## src/tlb_defines.svh

```systemverilog
`ifndef TLB_DEFINES_SVH
`define TLB_DEFINES_SVH

// entry count and index width
`define TLB_NUM         16
`define TLB_INDEX_W     4

// entryhi layout
`define VPN2_MSB        31
`define VPN2_LSB        13
`define ODD_BIT         12
`define ASID_MSB        7

// entrylo layout
`define PFN_MSB         25
`define PFN_LSB         6
`define C_MSB           5
`define C_LSB           3
`define D_BIT           2
`define V_BIT           1
`define G_BIT           0

// top three address bits of the unmapped kernel segments
`define SEG_KSEG0       3'b100
`define SEG_KSEG1       3'b101

`define CATTR_UNCACHED  3'd2

// index register value when tlbp finds nothing
`define PROBE_MISS      32'h8000_0000

`endif

```

## src/tlb_entry_pkg.sv

```systemverilog
`default_nettype none

`include "tlb_defines.svh"

package tlb_entry_pkg;

    // entryhi fields
    typedef logic [`VPN2_MSB-`VPN2_LSB:0] vpn2_t;
    typedef logic [`ASID_MSB:0]           asid_t;

    // entrylo fields
    typedef logic [`PFN_MSB-`PFN_LSB:0]   pfn_t;
    typedef logic [`C_MSB-`C_LSB:0]       cattr_t;

    typedef logic [`TLB_INDEX_W-1:0]      tlb_index_t;

    // raw cp0 register image
    typedef logic [31:0]                  cp0_word_t;

    // one bit per entry
    typedef logic [`TLB_NUM-1:0]          match_vec_t;

endpackage

`default_nettype wire

```

## src/mips_addr_pkg.sv

```systemverilog
`default_nettype none

package mips_addr_pkg;

    typedef logic [31:0] vaddr_t;

    // vaddr[31:29], kseg decode
    typedef logic [2:0]  seg_t;

    // physical address bits 31:12
    typedef logic [19:0] ptag_t;

endpackage

`default_nettype wire

```

## src/tlb_entry_array.sv

```systemverilog
`timescale 1ns/100ps
`default_nettype none

`include "tlb_defines.svh"

module tlb_entry_array (
    input  wire                       clk,
    input  wire                       resetn,

    input  wire                       i_we,
    input  tlb_entry_pkg::tlb_index_t i_w_index,
    input  tlb_entry_pkg::cp0_word_t  i_w_hi,
    input  tlb_entry_pkg::cp0_word_t  i_w_lo0,
    input  tlb_entry_pkg::cp0_word_t  i_w_lo1,

    input  tlb_entry_pkg::tlb_index_t i_r_index,
    output tlb_entry_pkg::cp0_word_t  o_r_hi,
    output tlb_entry_pkg::cp0_word_t  o_r_lo0,
    output tlb_entry_pkg::cp0_word_t  o_r_lo1,

    output tlb_entry_pkg::vpn2_t      o_vpn2 [`TLB_NUM],
    output tlb_entry_pkg::asid_t      o_asid [`TLB_NUM],
    output logic                      o_g    [`TLB_NUM],
    output tlb_entry_pkg::pfn_t       o_pfn0 [`TLB_NUM],
    output tlb_entry_pkg::pfn_t       o_pfn1 [`TLB_NUM],
    output tlb_entry_pkg::cattr_t     o_c0   [`TLB_NUM],
    output tlb_entry_pkg::cattr_t     o_c1   [`TLB_NUM],
    output logic                      o_d0   [`TLB_NUM],
    output logic                      o_d1   [`TLB_NUM],
    output logic                      o_v0   [`TLB_NUM],
    output logic                      o_v1   [`TLB_NUM]
);
    import tlb_entry_pkg::*;

    logic      w_g;
    logic      r_bypass;
    cp0_word_t w_hi_norm;
    cp0_word_t w_lo0_norm;
    cp0_word_t w_lo1_norm;
    cp0_word_t s_hi;
    cp0_word_t s_lo0;
    cp0_word_t s_lo1;

    // entry is global only if both halves say so
    assign w_g = i_w_lo0[`G_BIT] & i_w_lo1[`G_BIT];

    always_ff @(posedge clk) begin
        if (!resetn) begin
            for (int k = 0; k < `TLB_NUM; k++) begin
                o_vpn2[k] <= '0;
                o_asid[k] <= '0;
                o_g[k]    <= 1'b0;
                o_pfn0[k] <= '0;
                o_pfn1[k] <= '0;
                o_c0[k]   <= '0;
                o_c1[k]   <= '0;
                o_d0[k]   <= 1'b0;
                o_d1[k]   <= 1'b0;
                o_v0[k]   <= 1'b0;
                o_v1[k]   <= 1'b0;
            end
        end else if (i_we) begin
            o_vpn2[i_w_index] <= i_w_hi[`VPN2_MSB:`VPN2_LSB];
            o_asid[i_w_index] <= i_w_hi[`ASID_MSB:0];
            o_g[i_w_index]    <= w_g;
            o_pfn0[i_w_index] <= i_w_lo0[`PFN_MSB:`PFN_LSB];
            o_pfn1[i_w_index] <= i_w_lo1[`PFN_MSB:`PFN_LSB];
            o_c0[i_w_index]   <= i_w_lo0[`C_MSB:`C_LSB];
            o_c1[i_w_index]   <= i_w_lo1[`C_MSB:`C_LSB];
            o_d0[i_w_index]   <= i_w_lo0[`D_BIT];
            o_d1[i_w_index]   <= i_w_lo1[`D_BIT];
            o_v0[i_w_index]   <= i_w_lo0[`V_BIT];
            o_v1[i_w_index]   <= i_w_lo1[`V_BIT];
        end
    end

    // write words as they will read back once stored
    assign w_hi_norm  = {i_w_hi[`VPN2_MSB:`VPN2_LSB], 5'b0, i_w_hi[`ASID_MSB:0]};
    assign w_lo0_norm = {6'b0, i_w_lo0[`PFN_MSB:`V_BIT], w_g};
    assign w_lo1_norm = {6'b0, i_w_lo1[`PFN_MSB:`V_BIT], w_g};

    assign s_hi  = {o_vpn2[i_r_index], 5'b0, o_asid[i_r_index]};
    assign s_lo0 = {6'b0, o_pfn0[i_r_index], o_c0[i_r_index], o_d0[i_r_index],
                    o_v0[i_r_index], o_g[i_r_index]};
    assign s_lo1 = {6'b0, o_pfn1[i_r_index], o_c1[i_r_index], o_d1[i_r_index],
                    o_v1[i_r_index], o_g[i_r_index]};

    // same-cycle write to the read index wins
    assign r_bypass = i_we && (i_r_index == i_w_index);
    assign o_r_hi   = r_bypass ? w_hi_norm  : s_hi;
    assign o_r_lo0  = r_bypass ? w_lo0_norm : s_lo0;
    assign o_r_lo1  = r_bypass ? w_lo1_norm : s_lo1;

    a_w_index_known: assert property (
        @(posedge clk) disable iff (!resetn) i_we |-> !$isunknown(i_w_index)
    ) else $error("tlb write with unknown index");

endmodule

`default_nettype wire

```

## src/tlb_lookup.sv

```systemverilog
`timescale 1ns/100ps
`default_nettype none

`include "tlb_defines.svh"

module tlb_lookup (
    input  tlb_entry_pkg::vpn2_t      i_vpn2,
    input  wire                       i_odd,
    input  tlb_entry_pkg::asid_t      i_asid,

    input  tlb_entry_pkg::vpn2_t      i_e_vpn2 [`TLB_NUM],
    input  tlb_entry_pkg::asid_t      i_e_asid [`TLB_NUM],
    input  wire                       i_e_g    [`TLB_NUM],
    input  tlb_entry_pkg::pfn_t       i_e_pfn0 [`TLB_NUM],
    input  tlb_entry_pkg::pfn_t       i_e_pfn1 [`TLB_NUM],
    input  tlb_entry_pkg::cattr_t     i_e_c0   [`TLB_NUM],
    input  tlb_entry_pkg::cattr_t     i_e_c1   [`TLB_NUM],
    input  wire                       i_e_d0   [`TLB_NUM],
    input  wire                       i_e_d1   [`TLB_NUM],
    input  wire                       i_e_v0   [`TLB_NUM],
    input  wire                       i_e_v1   [`TLB_NUM],

    output logic                      o_found,
    output tlb_entry_pkg::tlb_index_t o_index,
    output tlb_entry_pkg::pfn_t       o_pfn,
    output tlb_entry_pkg::cattr_t     o_c,
    output logic                      o_d,
    output logic                      o_v
);
    import tlb_entry_pkg::*;

    match_vec_t match;

    always_comb begin
        for (int i = 0; i < `TLB_NUM; i++) begin
            match[i] = (i_vpn2 == i_e_vpn2[i]) && ((i_asid == i_e_asid[i]) || i_e_g[i]);
        end
    end

    // scan downwards so the lowest hit is kept
    always_comb begin
        o_index = '0;
        for (int i = `TLB_NUM - 1; i >= 0; i--) begin
            if (match[i]) begin
                o_index = tlb_index_t'(i);
            end
        end
    end

    assign o_found = |match;

    // page half picked by va bit 12 and zeroed on a miss
    assign o_pfn = !o_found ? '0   : i_odd ? i_e_pfn1[o_index] : i_e_pfn0[o_index];
    assign o_c   = !o_found ? '0   : i_odd ? i_e_c1[o_index]   : i_e_c0[o_index];
    assign o_d   = !o_found ? 1'b0 : i_odd ? i_e_d1[o_index]   : i_e_d0[o_index];
    assign o_v   = !o_found ? 1'b0 : i_odd ? i_e_v1[o_index]   : i_e_v0[o_index];

endmodule

`default_nettype wire

```

## src/tlb_translate.sv

```systemverilog
`timescale 1ns/100ps
`default_nettype none

`include "tlb_defines.svh"

module tlb_translate (
    input  mips_addr_pkg::vaddr_t i_vaddr,
    input  wire                   i_req,
    input  wire                   i_found,
    input  tlb_entry_pkg::pfn_t   i_pfn,
    input  tlb_entry_pkg::cattr_t i_c,
    input  wire                   i_d,
    input  wire                   i_v,

    output mips_addr_pkg::ptag_t  o_tag,
    output logic                  o_uncached,
    output logic                  o_refill,
    output logic                  o_invalid,
    output logic                  o_clean
);
    import mips_addr_pkg::*;

    seg_t seg;
    logic kseg0;
    logic kseg1;
    logic mapped;

    assign seg    = i_vaddr[31:29];
    assign kseg0  = (seg == `SEG_KSEG0);
    assign kseg1  = (seg == `SEG_KSEG1);
    assign mapped = !(kseg0 || kseg1);

    // unmapped segments just drop the top three bits
    assign o_tag = mapped ? i_pfn : {3'b0, i_vaddr[28:`ODD_BIT]};

    assign o_uncached = kseg1 || (mapped && (i_c == `CATTR_UNCACHED));

    assign o_refill  = mapped && i_req && !i_found;
    assign o_invalid = mapped && i_req && i_found && !i_v;

    // store to this page would need a modify exception
    assign o_clean = mapped && i_found && i_v && !i_d;

endmodule

`default_nettype wire

```

## src/tlb_top.sv

```systemverilog
`timescale 1ns/100ps
`default_nettype none

`include "tlb_defines.svh"

module tlb_top (
    input  wire                       clk,
    input  wire                       resetn,

    input  wire                       i_we,
    input  tlb_entry_pkg::tlb_index_t i_w_index,
    input  tlb_entry_pkg::cp0_word_t  i_w_hi,
    input  tlb_entry_pkg::cp0_word_t  i_w_lo0,
    input  tlb_entry_pkg::cp0_word_t  i_w_lo1,
    input  tlb_entry_pkg::tlb_index_t i_r_index,

    input  wire                       i_inst_en,
    input  mips_addr_pkg::vaddr_t     i_inst_vaddr,
    input  wire                       i_data_ren,
    input  wire                       i_data_wen,
    input  mips_addr_pkg::vaddr_t     i_data_vaddr,
    input  wire                       i_op_tlbp,

    output mips_addr_pkg::ptag_t      o_inst_tag,
    output logic                      o_inst_uncached,
    output mips_addr_pkg::ptag_t      o_data_tag,
    output logic                      o_data_uncached,
    output tlb_entry_pkg::cp0_word_t  o_p_index,

    output logic                      o_i_refill,
    output logic                      o_i_invalid,
    output logic                      o_d_refill,
    output logic                      o_d_invalid,
    output logic                      o_d_modify,

    output tlb_entry_pkg::cp0_word_t  o_r_hi,
    output tlb_entry_pkg::cp0_word_t  o_r_lo0,
    output tlb_entry_pkg::cp0_word_t  o_r_lo1
);
    import tlb_entry_pkg::*;

    vpn2_t      e_vpn2 [`TLB_NUM];
    asid_t      e_asid [`TLB_NUM];
    logic       e_g    [`TLB_NUM];
    pfn_t       e_pfn0 [`TLB_NUM];
    pfn_t       e_pfn1 [`TLB_NUM];
    cattr_t     e_c0   [`TLB_NUM];
    cattr_t     e_c1   [`TLB_NUM];
    logic       e_d0   [`TLB_NUM];
    logic       e_d1   [`TLB_NUM];
    logic       e_v0   [`TLB_NUM];
    logic       e_v1   [`TLB_NUM];

    asid_t      cur_asid;
    vpn2_t      d_vpn2;
    logic       d_odd;

    logic       i_found;
    pfn_t       i_pfn;
    cattr_t     i_c;
    logic       i_d;
    logic       i_v;

    logic       d_found;
    tlb_index_t d_index;
    pfn_t       d_pfn;
    cattr_t     d_c;
    logic       d_d;
    logic       d_v;
    logic       d_clean;

    tlb_entry_array u_array (
        .clk(clk), .resetn(resetn),
        .i_we(i_we), .i_w_index(i_w_index),
        .i_w_hi(i_w_hi), .i_w_lo0(i_w_lo0), .i_w_lo1(i_w_lo1),
        .i_r_index(i_r_index),
        .o_r_hi(o_r_hi), .o_r_lo0(o_r_lo0), .o_r_lo1(o_r_lo1),
        .o_vpn2(e_vpn2), .o_asid(e_asid), .o_g(e_g),
        .o_pfn0(e_pfn0), .o_pfn1(e_pfn1), .o_c0(e_c0), .o_c1(e_c1),
        .o_d0(e_d0), .o_d1(e_d1), .o_v0(e_v0), .o_v1(e_v1)
    );

    // current asid lives in the entryhi on the write bus
    assign cur_asid = i_w_hi[`ASID_MSB:0];

    // tlbp searches with entryhi instead of the data address
    assign d_vpn2 = i_op_tlbp ? i_w_hi[`VPN2_MSB:`VPN2_LSB] : i_data_vaddr[`VPN2_MSB:`VPN2_LSB];
    assign d_odd  = i_op_tlbp ? i_w_hi[`ODD_BIT] : i_data_vaddr[`ODD_BIT];

    tlb_lookup u_inst_lookup (
        .i_vpn2(i_inst_vaddr[`VPN2_MSB:`VPN2_LSB]), .i_odd(i_inst_vaddr[`ODD_BIT]),
        .i_asid(cur_asid),
        .i_e_vpn2(e_vpn2), .i_e_asid(e_asid), .i_e_g(e_g),
        .i_e_pfn0(e_pfn0), .i_e_pfn1(e_pfn1), .i_e_c0(e_c0), .i_e_c1(e_c1),
        .i_e_d0(e_d0), .i_e_d1(e_d1), .i_e_v0(e_v0), .i_e_v1(e_v1),
        .o_found(i_found), .o_index(), .o_pfn(i_pfn),
        .o_c(i_c), .o_d(i_d), .o_v(i_v)
    );

    tlb_lookup u_data_lookup (
        .i_vpn2(d_vpn2), .i_odd(d_odd), .i_asid(cur_asid),
        .i_e_vpn2(e_vpn2), .i_e_asid(e_asid), .i_e_g(e_g),
        .i_e_pfn0(e_pfn0), .i_e_pfn1(e_pfn1), .i_e_c0(e_c0), .i_e_c1(e_c1),
        .i_e_d0(e_d0), .i_e_d1(e_d1), .i_e_v0(e_v0), .i_e_v1(e_v1),
        .o_found(d_found), .o_index(d_index), .o_pfn(d_pfn),
        .o_c(d_c), .o_d(d_d), .o_v(d_v)
    );

    tlb_translate u_inst_translate (
        .i_vaddr(i_inst_vaddr), .i_req(i_inst_en),
        .i_found(i_found), .i_pfn(i_pfn), .i_c(i_c), .i_d(i_d), .i_v(i_v),
        .o_tag(o_inst_tag), .o_uncached(o_inst_uncached),
        .o_refill(o_i_refill), .o_invalid(o_i_invalid), .o_clean()
    );

    tlb_translate u_data_translate (
        .i_vaddr(i_data_vaddr), .i_req(i_data_ren | i_data_wen),
        .i_found(d_found), .i_pfn(d_pfn), .i_c(d_c), .i_d(d_d), .i_v(d_v),
        .o_tag(o_data_tag), .o_uncached(o_data_uncached),
        .o_refill(o_d_refill), .o_invalid(o_d_invalid), .o_clean(d_clean)
    );

    assign o_d_modify = d_clean & i_data_wen;

    // index register image for tlbp
    assign o_p_index = d_found ? {{(32 - `TLB_INDEX_W){1'b0}}, d_index} : `PROBE_MISS;

    // tlbp borrows the data lookup so no load or store may share its cycle
    a_tlbp_no_access: assert property (
        @(posedge clk) disable iff (!resetn) i_op_tlbp |-> !(i_data_ren || i_data_wen)
    ) else $error("tlbp together with a data access");

endmodule

`default_nettype wire

```

## config.mk

```make
export PLATFORM = sky130hd
export DESIGN_NAME = tlb_top
export DESIGN_NICKNAME = d
export VERILOG_FILES = /design/src/tlb_entry_pkg.sv /design/src/mips_addr_pkg.sv /design/src/tlb_entry_array.sv /design/src/tlb_lookup.sv /design/src/tlb_translate.sv /design/src/tlb_top.sv
export VERILOG_INCLUDE_DIRS = /design/src
export SDC_FILE = /design/constraint.sdc
export NUM_CORES = 2
export LEC_CHECK = 0
export ABC_AREA = 0
export BUFFER_PORTS_ARGS = -buffer_cell sky130_fd_sc_hd__buf_4
export CORE_ASPECT_RATIO = 0.9
export CORE_MARGIN = 2
export CORE_UTILIZATION = 50
export CTS_CLUSTER_SIZE = 10
export DETAILED_ROUTE_END_ITERATION = 8
export PLACE_DENSITY = 0.67
export SYNTH_ARGS = -nofsm -noshare
export SYNTH_HDL_FRONTEND = slang
export SYNTH_SLANG_ARGS = --single-unit
```

## constraint.sdc

```tcl
create_clock -name clk -period 6.6 [get_ports clk]
set_input_delay 0.66 -clock clk [delete_from_list [all_inputs] [get_ports clk]]
set_output_delay 0.66 -clock clk [all_outputs]
set_load 0.01 [all_outputs]
```

# == After elaboration in Yosys (flattened, before gate mapping) ==
# Index checks and enable logic that the tools add are counted.
# W data, S select, Z words.
# totals
ff_bits,1248
# classes
bitwise,7
n_mux,150
magnitude_cmp,5
n_reduce_logical,76
eq_ne,55
# ops
cell,n
$bwmux W320,2
$eq A19 B19 Y1,32
$bmux W20 S4,6
$mux W20,19
$bwmux W304,1
$bwmux W128,1
$eq A8 B8 Y1,16
$mux W4,32
$bwmux W48,2
$bwmux W16,5
$demux W20 S4,1
$bmux W19 S4,1
$demux W19 S4,1
$mux W19,4
$bmux W3 S4,6
$mux W32,2
$mux W26,2
$mux W3,17
$logic_and A1 B1 Y1,47
$bmux W1 S4,11
$bmux W8 S4,1
$demux W8 S4,1
$reduce_or A16 Y1,2
$mux W1,30
other kinds (13),51

# == Longest topological paths before layout ==
# logic_depth
ltp_word,28
depth_mapped,20

# == Modules after synthesis ==
# Synthesis repeated with hierarchy kept, for this count alone.
# unflattened
hier_cells,9734
area_unflattened_um2,82838.2
# by_module_without_submodules
mod,n_inst,cells_each,area_each_um2,seq_area_each_um2
tlb_entry_array,1,6369,56800.7,24984.0
tlb_lookup,2,1622,12370.6,0.0
tlb_translate,2,32,362.8,0.0
tlb_top,1,57,570.5,0.0

# == Worst setup path after synthesis ==
# OpenSTA, ideal clock, no wires.
# synth_timing
path_type,input to output
start,input port i_w_hi[3]
end,output port o_data_tag[2]
slack_ns,1.536
arrival_ns,4.404
path_stages,16
path_cell_list,buf_2 -> buf_2 -> xor2_1 -> nor4_1 -> a21oi_1 -> or4_1 -> or2_2 -> a21oi_1 -> o21ai_0 -> a221oi_1 -> o21ai_0 -> nand2_2 -> buf_4 -> mux4_2 -> a211oi_1 -> a31oi_1
# synth_via
elab_chain_len,26
# synth_lines
element,line,rtl
start: declaration,tlb_top.sv:12,"input tlb_entry_pkg::cp0_word_t i_w_hi,"
$eq A8 B8 Y1,tlb_lookup.sv:36,match[i] = (i_vpn2 == i_e_vpn2[i]) && ((i_asid == i_e_asid[i]) || i_e_g[i]);
$logic_or A1 B1 Y1,tlb_lookup.sv:36,
$logic_and A1 B1 Y1,tlb_lookup.sv:36,
$mux W4 (16 in series),tlb_lookup.sv:44,if (match[i]) begin
$not A4 Y5 (not written as such),tlb_lookup.sv:53,assign o_pfn = !o_found ? '0 : i_odd ? i_e_pfn1[o_index] : i_e_pfn0[o_index];
$bmux W20 S4,tlb_lookup.sv:53,
$mux W20 (not written as such) (2 in series),tlb_lookup.sv:53,
$mux W20,tlb_lookup.sv:53,
$mux W20 *,tlb_lookup.sv:53,
$mux W20 *,tlb_translate.sv:34,"assign o_tag = mapped ? i_pfn : {3'b0, i_vaddr[28:`ODD_BIT]};"
end: declaration,tlb_top.sv:26,"output mips_addr_pkg::ptag_t o_data_tag,"
# Every way passes the cells marked *; elsewhere a longest branch is shown, timed or not. The select of a mux whose other input is x is not followed.

# == Worst setup path after layout ==
# layout_timing
start,register u_array.o_asid[38] (netlist name)
end,output port o_inst_tag[15]
# layout_via
elab_chain_len,22
# layout_lines
element,line,rtl
start: declaration,tlb_entry_array.sv:22,"output tlb_entry_pkg::asid_t o_asid [`TLB_NUM],"
start signal: indexed assignment,tlb_entry_array.sv:64,o_asid[i_w_index] <= i_w_hi[`ASID_MSB:0];
$eq A8 B8 Y1 *,tlb_lookup.sv:36,
$logic_or A1 B1 Y1 *,tlb_lookup.sv:36,
$logic_and A1 B1 Y1 *,tlb_lookup.sv:36,
$mux W4 (12 in series),tlb_lookup.sv:44,
$not A4 Y5 (not written as such),tlb_lookup.sv:53,
$bmux W20 S4,tlb_lookup.sv:53,
$mux W20 (not written as such) (2 in series),tlb_lookup.sv:53,
$mux W20,tlb_lookup.sv:53,
$mux W20 *,tlb_lookup.sv:53,
$mux W20 *,tlb_translate.sv:34,
end: declaration,tlb_top.sv:24,"output mips_addr_pkg::ptag_t o_inst_tag,"
# Marked as above.

==> parameters.txt <==
Parameter                              Value

Run status
  Run status ... finished with violations
  Violated checks ... setup timing

Final layout
  Top library cells by usage in the layout, fill and taps aside ... sky130_fd_sc_hd__nand2_1, sky130_fd_sc_hd__dfxtp_1, sky130_fd_sc_hd__a21boi_0
  Total Nets Final ... between 9000 and 10000
  Final core area utilization ... 57.3%
  FF/Latch Area ... between 20000 and 25000 µm²
  Most common cell after layout, fill and taps aside ... sky130_fd_sc_hd__nand2_1
  Share of post-route cells with drive strength above 1 ... approximately 18%
  Layout overhead on the synthesized area ... 14.1%
  # fillers ... between 10000 and 15000
  Footprint of the multi-input gates ... ~51000 µm²

Clock network
  Number of buffers inserted for hold repair after clock tree synthesis ... 0
  Maximum clock insertion buffer count ... 3
  Register clock-pin slew on the reported worst setup and hold paths ... approximately 60 ps
  Clock sink count ... roughly 1200
  CTS tree ... yes
  Deepest level of the CTS H-tree ... 4
  Clock buffers created by TritonCTS ... 151
  Insertion delay to the later sink of the worst-skew pair ... roughly 800 ps
  Clock Tree Root ... sky130_fd_sc_hd__clkbuf_16
  # Post-CTS Setup Buffers ... 0

GRT
  Number of antenna violations at the first check in global routing ... 38
  Largest net degree at the start of global routing ... around 260
  Total gr overflow ... 0
  Total global-route track usage ... about 49%
  Number of global-route vias before repair ... 73900
  First-pass GRT wire length ... between 500 and 600 mm

Routing
  First drt pass iteration count ... 9
  Total Wirelength ... 408 mm
  Via density per instance ... around 6.7
  Wire length per cell ... 34.1 µm
  Vias ... 80400
  Remaining number of nets flagged by the antenna check after routing ... 0
  DRC ... 0
  Starting DRT DRC Count ... ~13000

Place
  Minimum setup slack after placement ... around 190 ps
  Final weighted congestion in routability-driven placement ... ~1.1
  IO buf count ... 265
  HPWL reported at the end of detailed placement ... between 200 and 300 mm

STA
  Setup violators final ... 6
  Final worst hold slack ... around 200 ps
  Headroom to the max-slew limit ... between 10% and 20%
  Final period utilization ... 101%
  Number of pins exceeding their max-slew limit in the final report ... 0
  Achievable clock frequency ... ~0.15 GHz
  Setup skew after layout ... 0 ps
  Time the final worst path needs with I/O delays and setup ... around 6600 ps
  Hold Violations, Final ... 0
  Setup WS post-layout ... -34.8 ps
  Measured slew at the worst slew-check pin ... around 1300 ps

Synthesis
  Number of flops mapped to enable cells by yosys ... 0
  Cell type with the highest aggregate area in the netlist ... sky130_fd_sc_hd__dfxtp_1
  Sequential-to-total area share from yosys stat ... ~31%
  Flop and latch count out of synthesis ... approximately 1200
  Post-synthesis async set-or-reset flop share ... 0%
  Average size of a mapped cell ... slightly above 8 µm²
  Cell area after technology mapping ... approximately 80000 µm²
  Total number of yosys warnings ... 0
  Area share of the largest cell type after synthesis ... about 31%
  Biggest area contributors in the synthesized netlist ... sky130_fd_sc_hd__dfxtp_1, sky130_fd_sc_hd__nand2_1, sky130_fd_sc_hd__mux4_2
  Post-Syn Instances ... 9672
  Post-synth top flop ... sky130_fd_sc_hd__dfxtp_1
  Distinct cell type count after synthesis ... 89

Die
  Die Footprint ... ~160000 µm²
  Die width ... around 430 µm
  Cell Rows ... around 140
  Core box area ... 159000 µm²
  Starting Density ... 50.3%
  Io pins ... 350
  Die height ... 383 µm

Power and ir drop
  Part of the power in registers ... 43.5%
  Total leakage power ... 31.4 nW
  Overall power consumption ... between 0.015 and 0.02 W
  Worst ir drop on vdd ... about 0.00020 V
  Clock share of power ... 44.0%
  Proportion of total power due to net switching ... between 20% and 30%
  Relative contribution of combinational cells to total power ... between 10% and 20%
  Net load switching power ... between 0.005 and 0.006 W
  Internal power component ... between 0.01 and 0.015 W
  PD cells ... between 150 and 200 nW/µm²

Worst setup path
  CP Launch Type ... flop
  Register-to-Register Path Depth ... 3
  Cells traversed along the worst timing path ... xor2_1 > nor4_1 > a21oi_1 > nor3_1 > buf_4 > nor2b_1 > o311ai_0 > buf_4 > a21o_4 > buf_12 > nand2_1 > a31o_2 > a31oi_1 > and3_1 > a31oi_1 > a311oi_1 > buf_4 > buf_4
  Crit Path Class ... flop to output port
  Buffer and inverter count on the worst path ... 5
  CP most frequent cell ... sky130_fd_sc_hd__buf_4
  Slowest library cell on the worst path ... sky130_fd_sc_hd__nor4_1
  Kind of cell adding the most delay to the critical path ... compound AO/OA/AOI/OAI gates
  Stage delay of the slowest cell on the critical path ... roughly 620 ps
  Peak fanout along the critical path ... 9
  Worst endpoint data arrival time ... 5970 ps
  Endpoint required time on the critical path ... 5940 ps
  Setup crit end kind ... output port
  Critical path depth in cells ... 18

Hold path
  Worst hold-check path type ... input pin to flop
  Hold path cells ... 3

Flow run
  Number of violations of the max-capacitance limit ... 0
-- routing by layer --
metal  vias up  track usage, %  part of all wire (%)
met4        28            29.1                   7.2
li1      33400               -                     -
met3      1512            20.1                    16
met1     38900            64.9                    38
met2      6542            64.3                    39
met5         -            1.67                  0.14
-- repair_timing --
item                                   in CTS  in global routing
endpoints found under the hold margin       0                  0
gates resized for setup                     2                 10
setup endpoints to repair                   2                 18
cloned                                      0                  0
-- cell families after synthesis --
family	synth area share (%)
AND/OR/NAND/NOR	20.8
other	0.00469
multiplexers	17.6
XOR/XNOR	8.10
flip-flops	31.2
AO/OA/AOI/OAI	16.9
buffers and inverters	5.46
-- worst paths after layout --
kind	startpoint	slack, ps	end
worst max register to register	u_array.o_vpn2[68]	5370	u_array.o_vpn2[68]
worst min register to register	u_array.o_c1[37]	480	u_array.o_c1[37]
worst min-delay path	i_w_lo1[11]	200	u_array.o_pfn1[245]
worst max-delay path	u_array.o_asid[38]	-30	o_inst_tag[15]
-- registers in the layout, indices dropped and copies added, names as in the netlist --
| signal | count |
|---|---|
| u_array.o_pfn1 | 320 |
| u_array.o_v0 | 16 |
| u_array.o_v1 | 16 |
| u_array.o_g | 16 |
| u_array.o_pfn0 | 320 |
| u_array.o_vpn2 | 304 |
| u_array.o_d0 | 16 |
| u_array.o_d1 | 16 |
| u_array.o_asid | 128 |
| u_array.o_c0 | 48 |
| u_array.o_c1 | 48 |
-- layout make-up --
cell class / instances / share of cell area, %
Antenna cell: 21 / 0.0576
Clock buffer: 195 / 4.50
Clock inverter: 19 / 0.237
Inverter: 11 / 0.0535
Multi-Input combinational cell: 7464 / 56.1
Sequential cell: 1248 / 27.4
Tap cell: 2115 / 2.90
Timing Repair Buffer: 890 / 8.73
-- through the flow --
step | instance area, µm² | TNS (ps) | cells
after CTS | 91200 | 0 | 11900
final | 91300 | -73.8 | 12000
after floorplan | 80200 | 0 | 9715
after detailed placement | 86800 | 0 | 11700
after global placement | 86800 | 0 | 11700
after global routing | 91200 | -4.67 | 12000
-- power groups by stage --
stage | Sequential, W | Combinational, W | Clock [W]
after floorplan | 0.00787 | 0.00126 | 0
after CTS | 0.00775 | 0.00210 | 0.00782
after detailed placement | 0.00792 | 0.00209 | 0
after global routing | 0.00777 | 0.00223 | 0.00812
after global placement | 0.00791 | 0.00209 | 0
final | 0.00776 | 0.00221 | 0.00785
-- worst register-to-register path: stages, from the launching register on --
cell and delay [ps]:
sky130_fd_sc_hd__dfxtp_1 610, sky130_fd_sc_hd__buf_4 310, sky130_fd_sc_hd__nand2_1 60, sky130_fd_sc_hd__a21boi_0 170
-- cells in the mapped netlist, drive strengths merged, types with 6 or more instances --
cell type  count
a31o          31
a32o          14
a22o          14
buf          264
o22ai         37
a2111oi        6
xor2         360
a211oi       131
o221a          6
nor3          54
and4           6
or4           12
or3           19
a21oi         50
nor2         117
a32oi         21
xnor2        380
a31oi         98
o21ai         79
mux2         110
and3          66
o211ai        13
inv           11
a21boi      1234
nand3        186
nand4         61
nand2b        10
clkbuf       728
dfxtp       1248
nand2       3192
a22oi         13
mux4         413
and2          76
a311oi        19
or2           10
nor4         147
nor3b         24
nor2b         20
mux2i        328
Note: power is estimated with default switching activity, not from simulation.
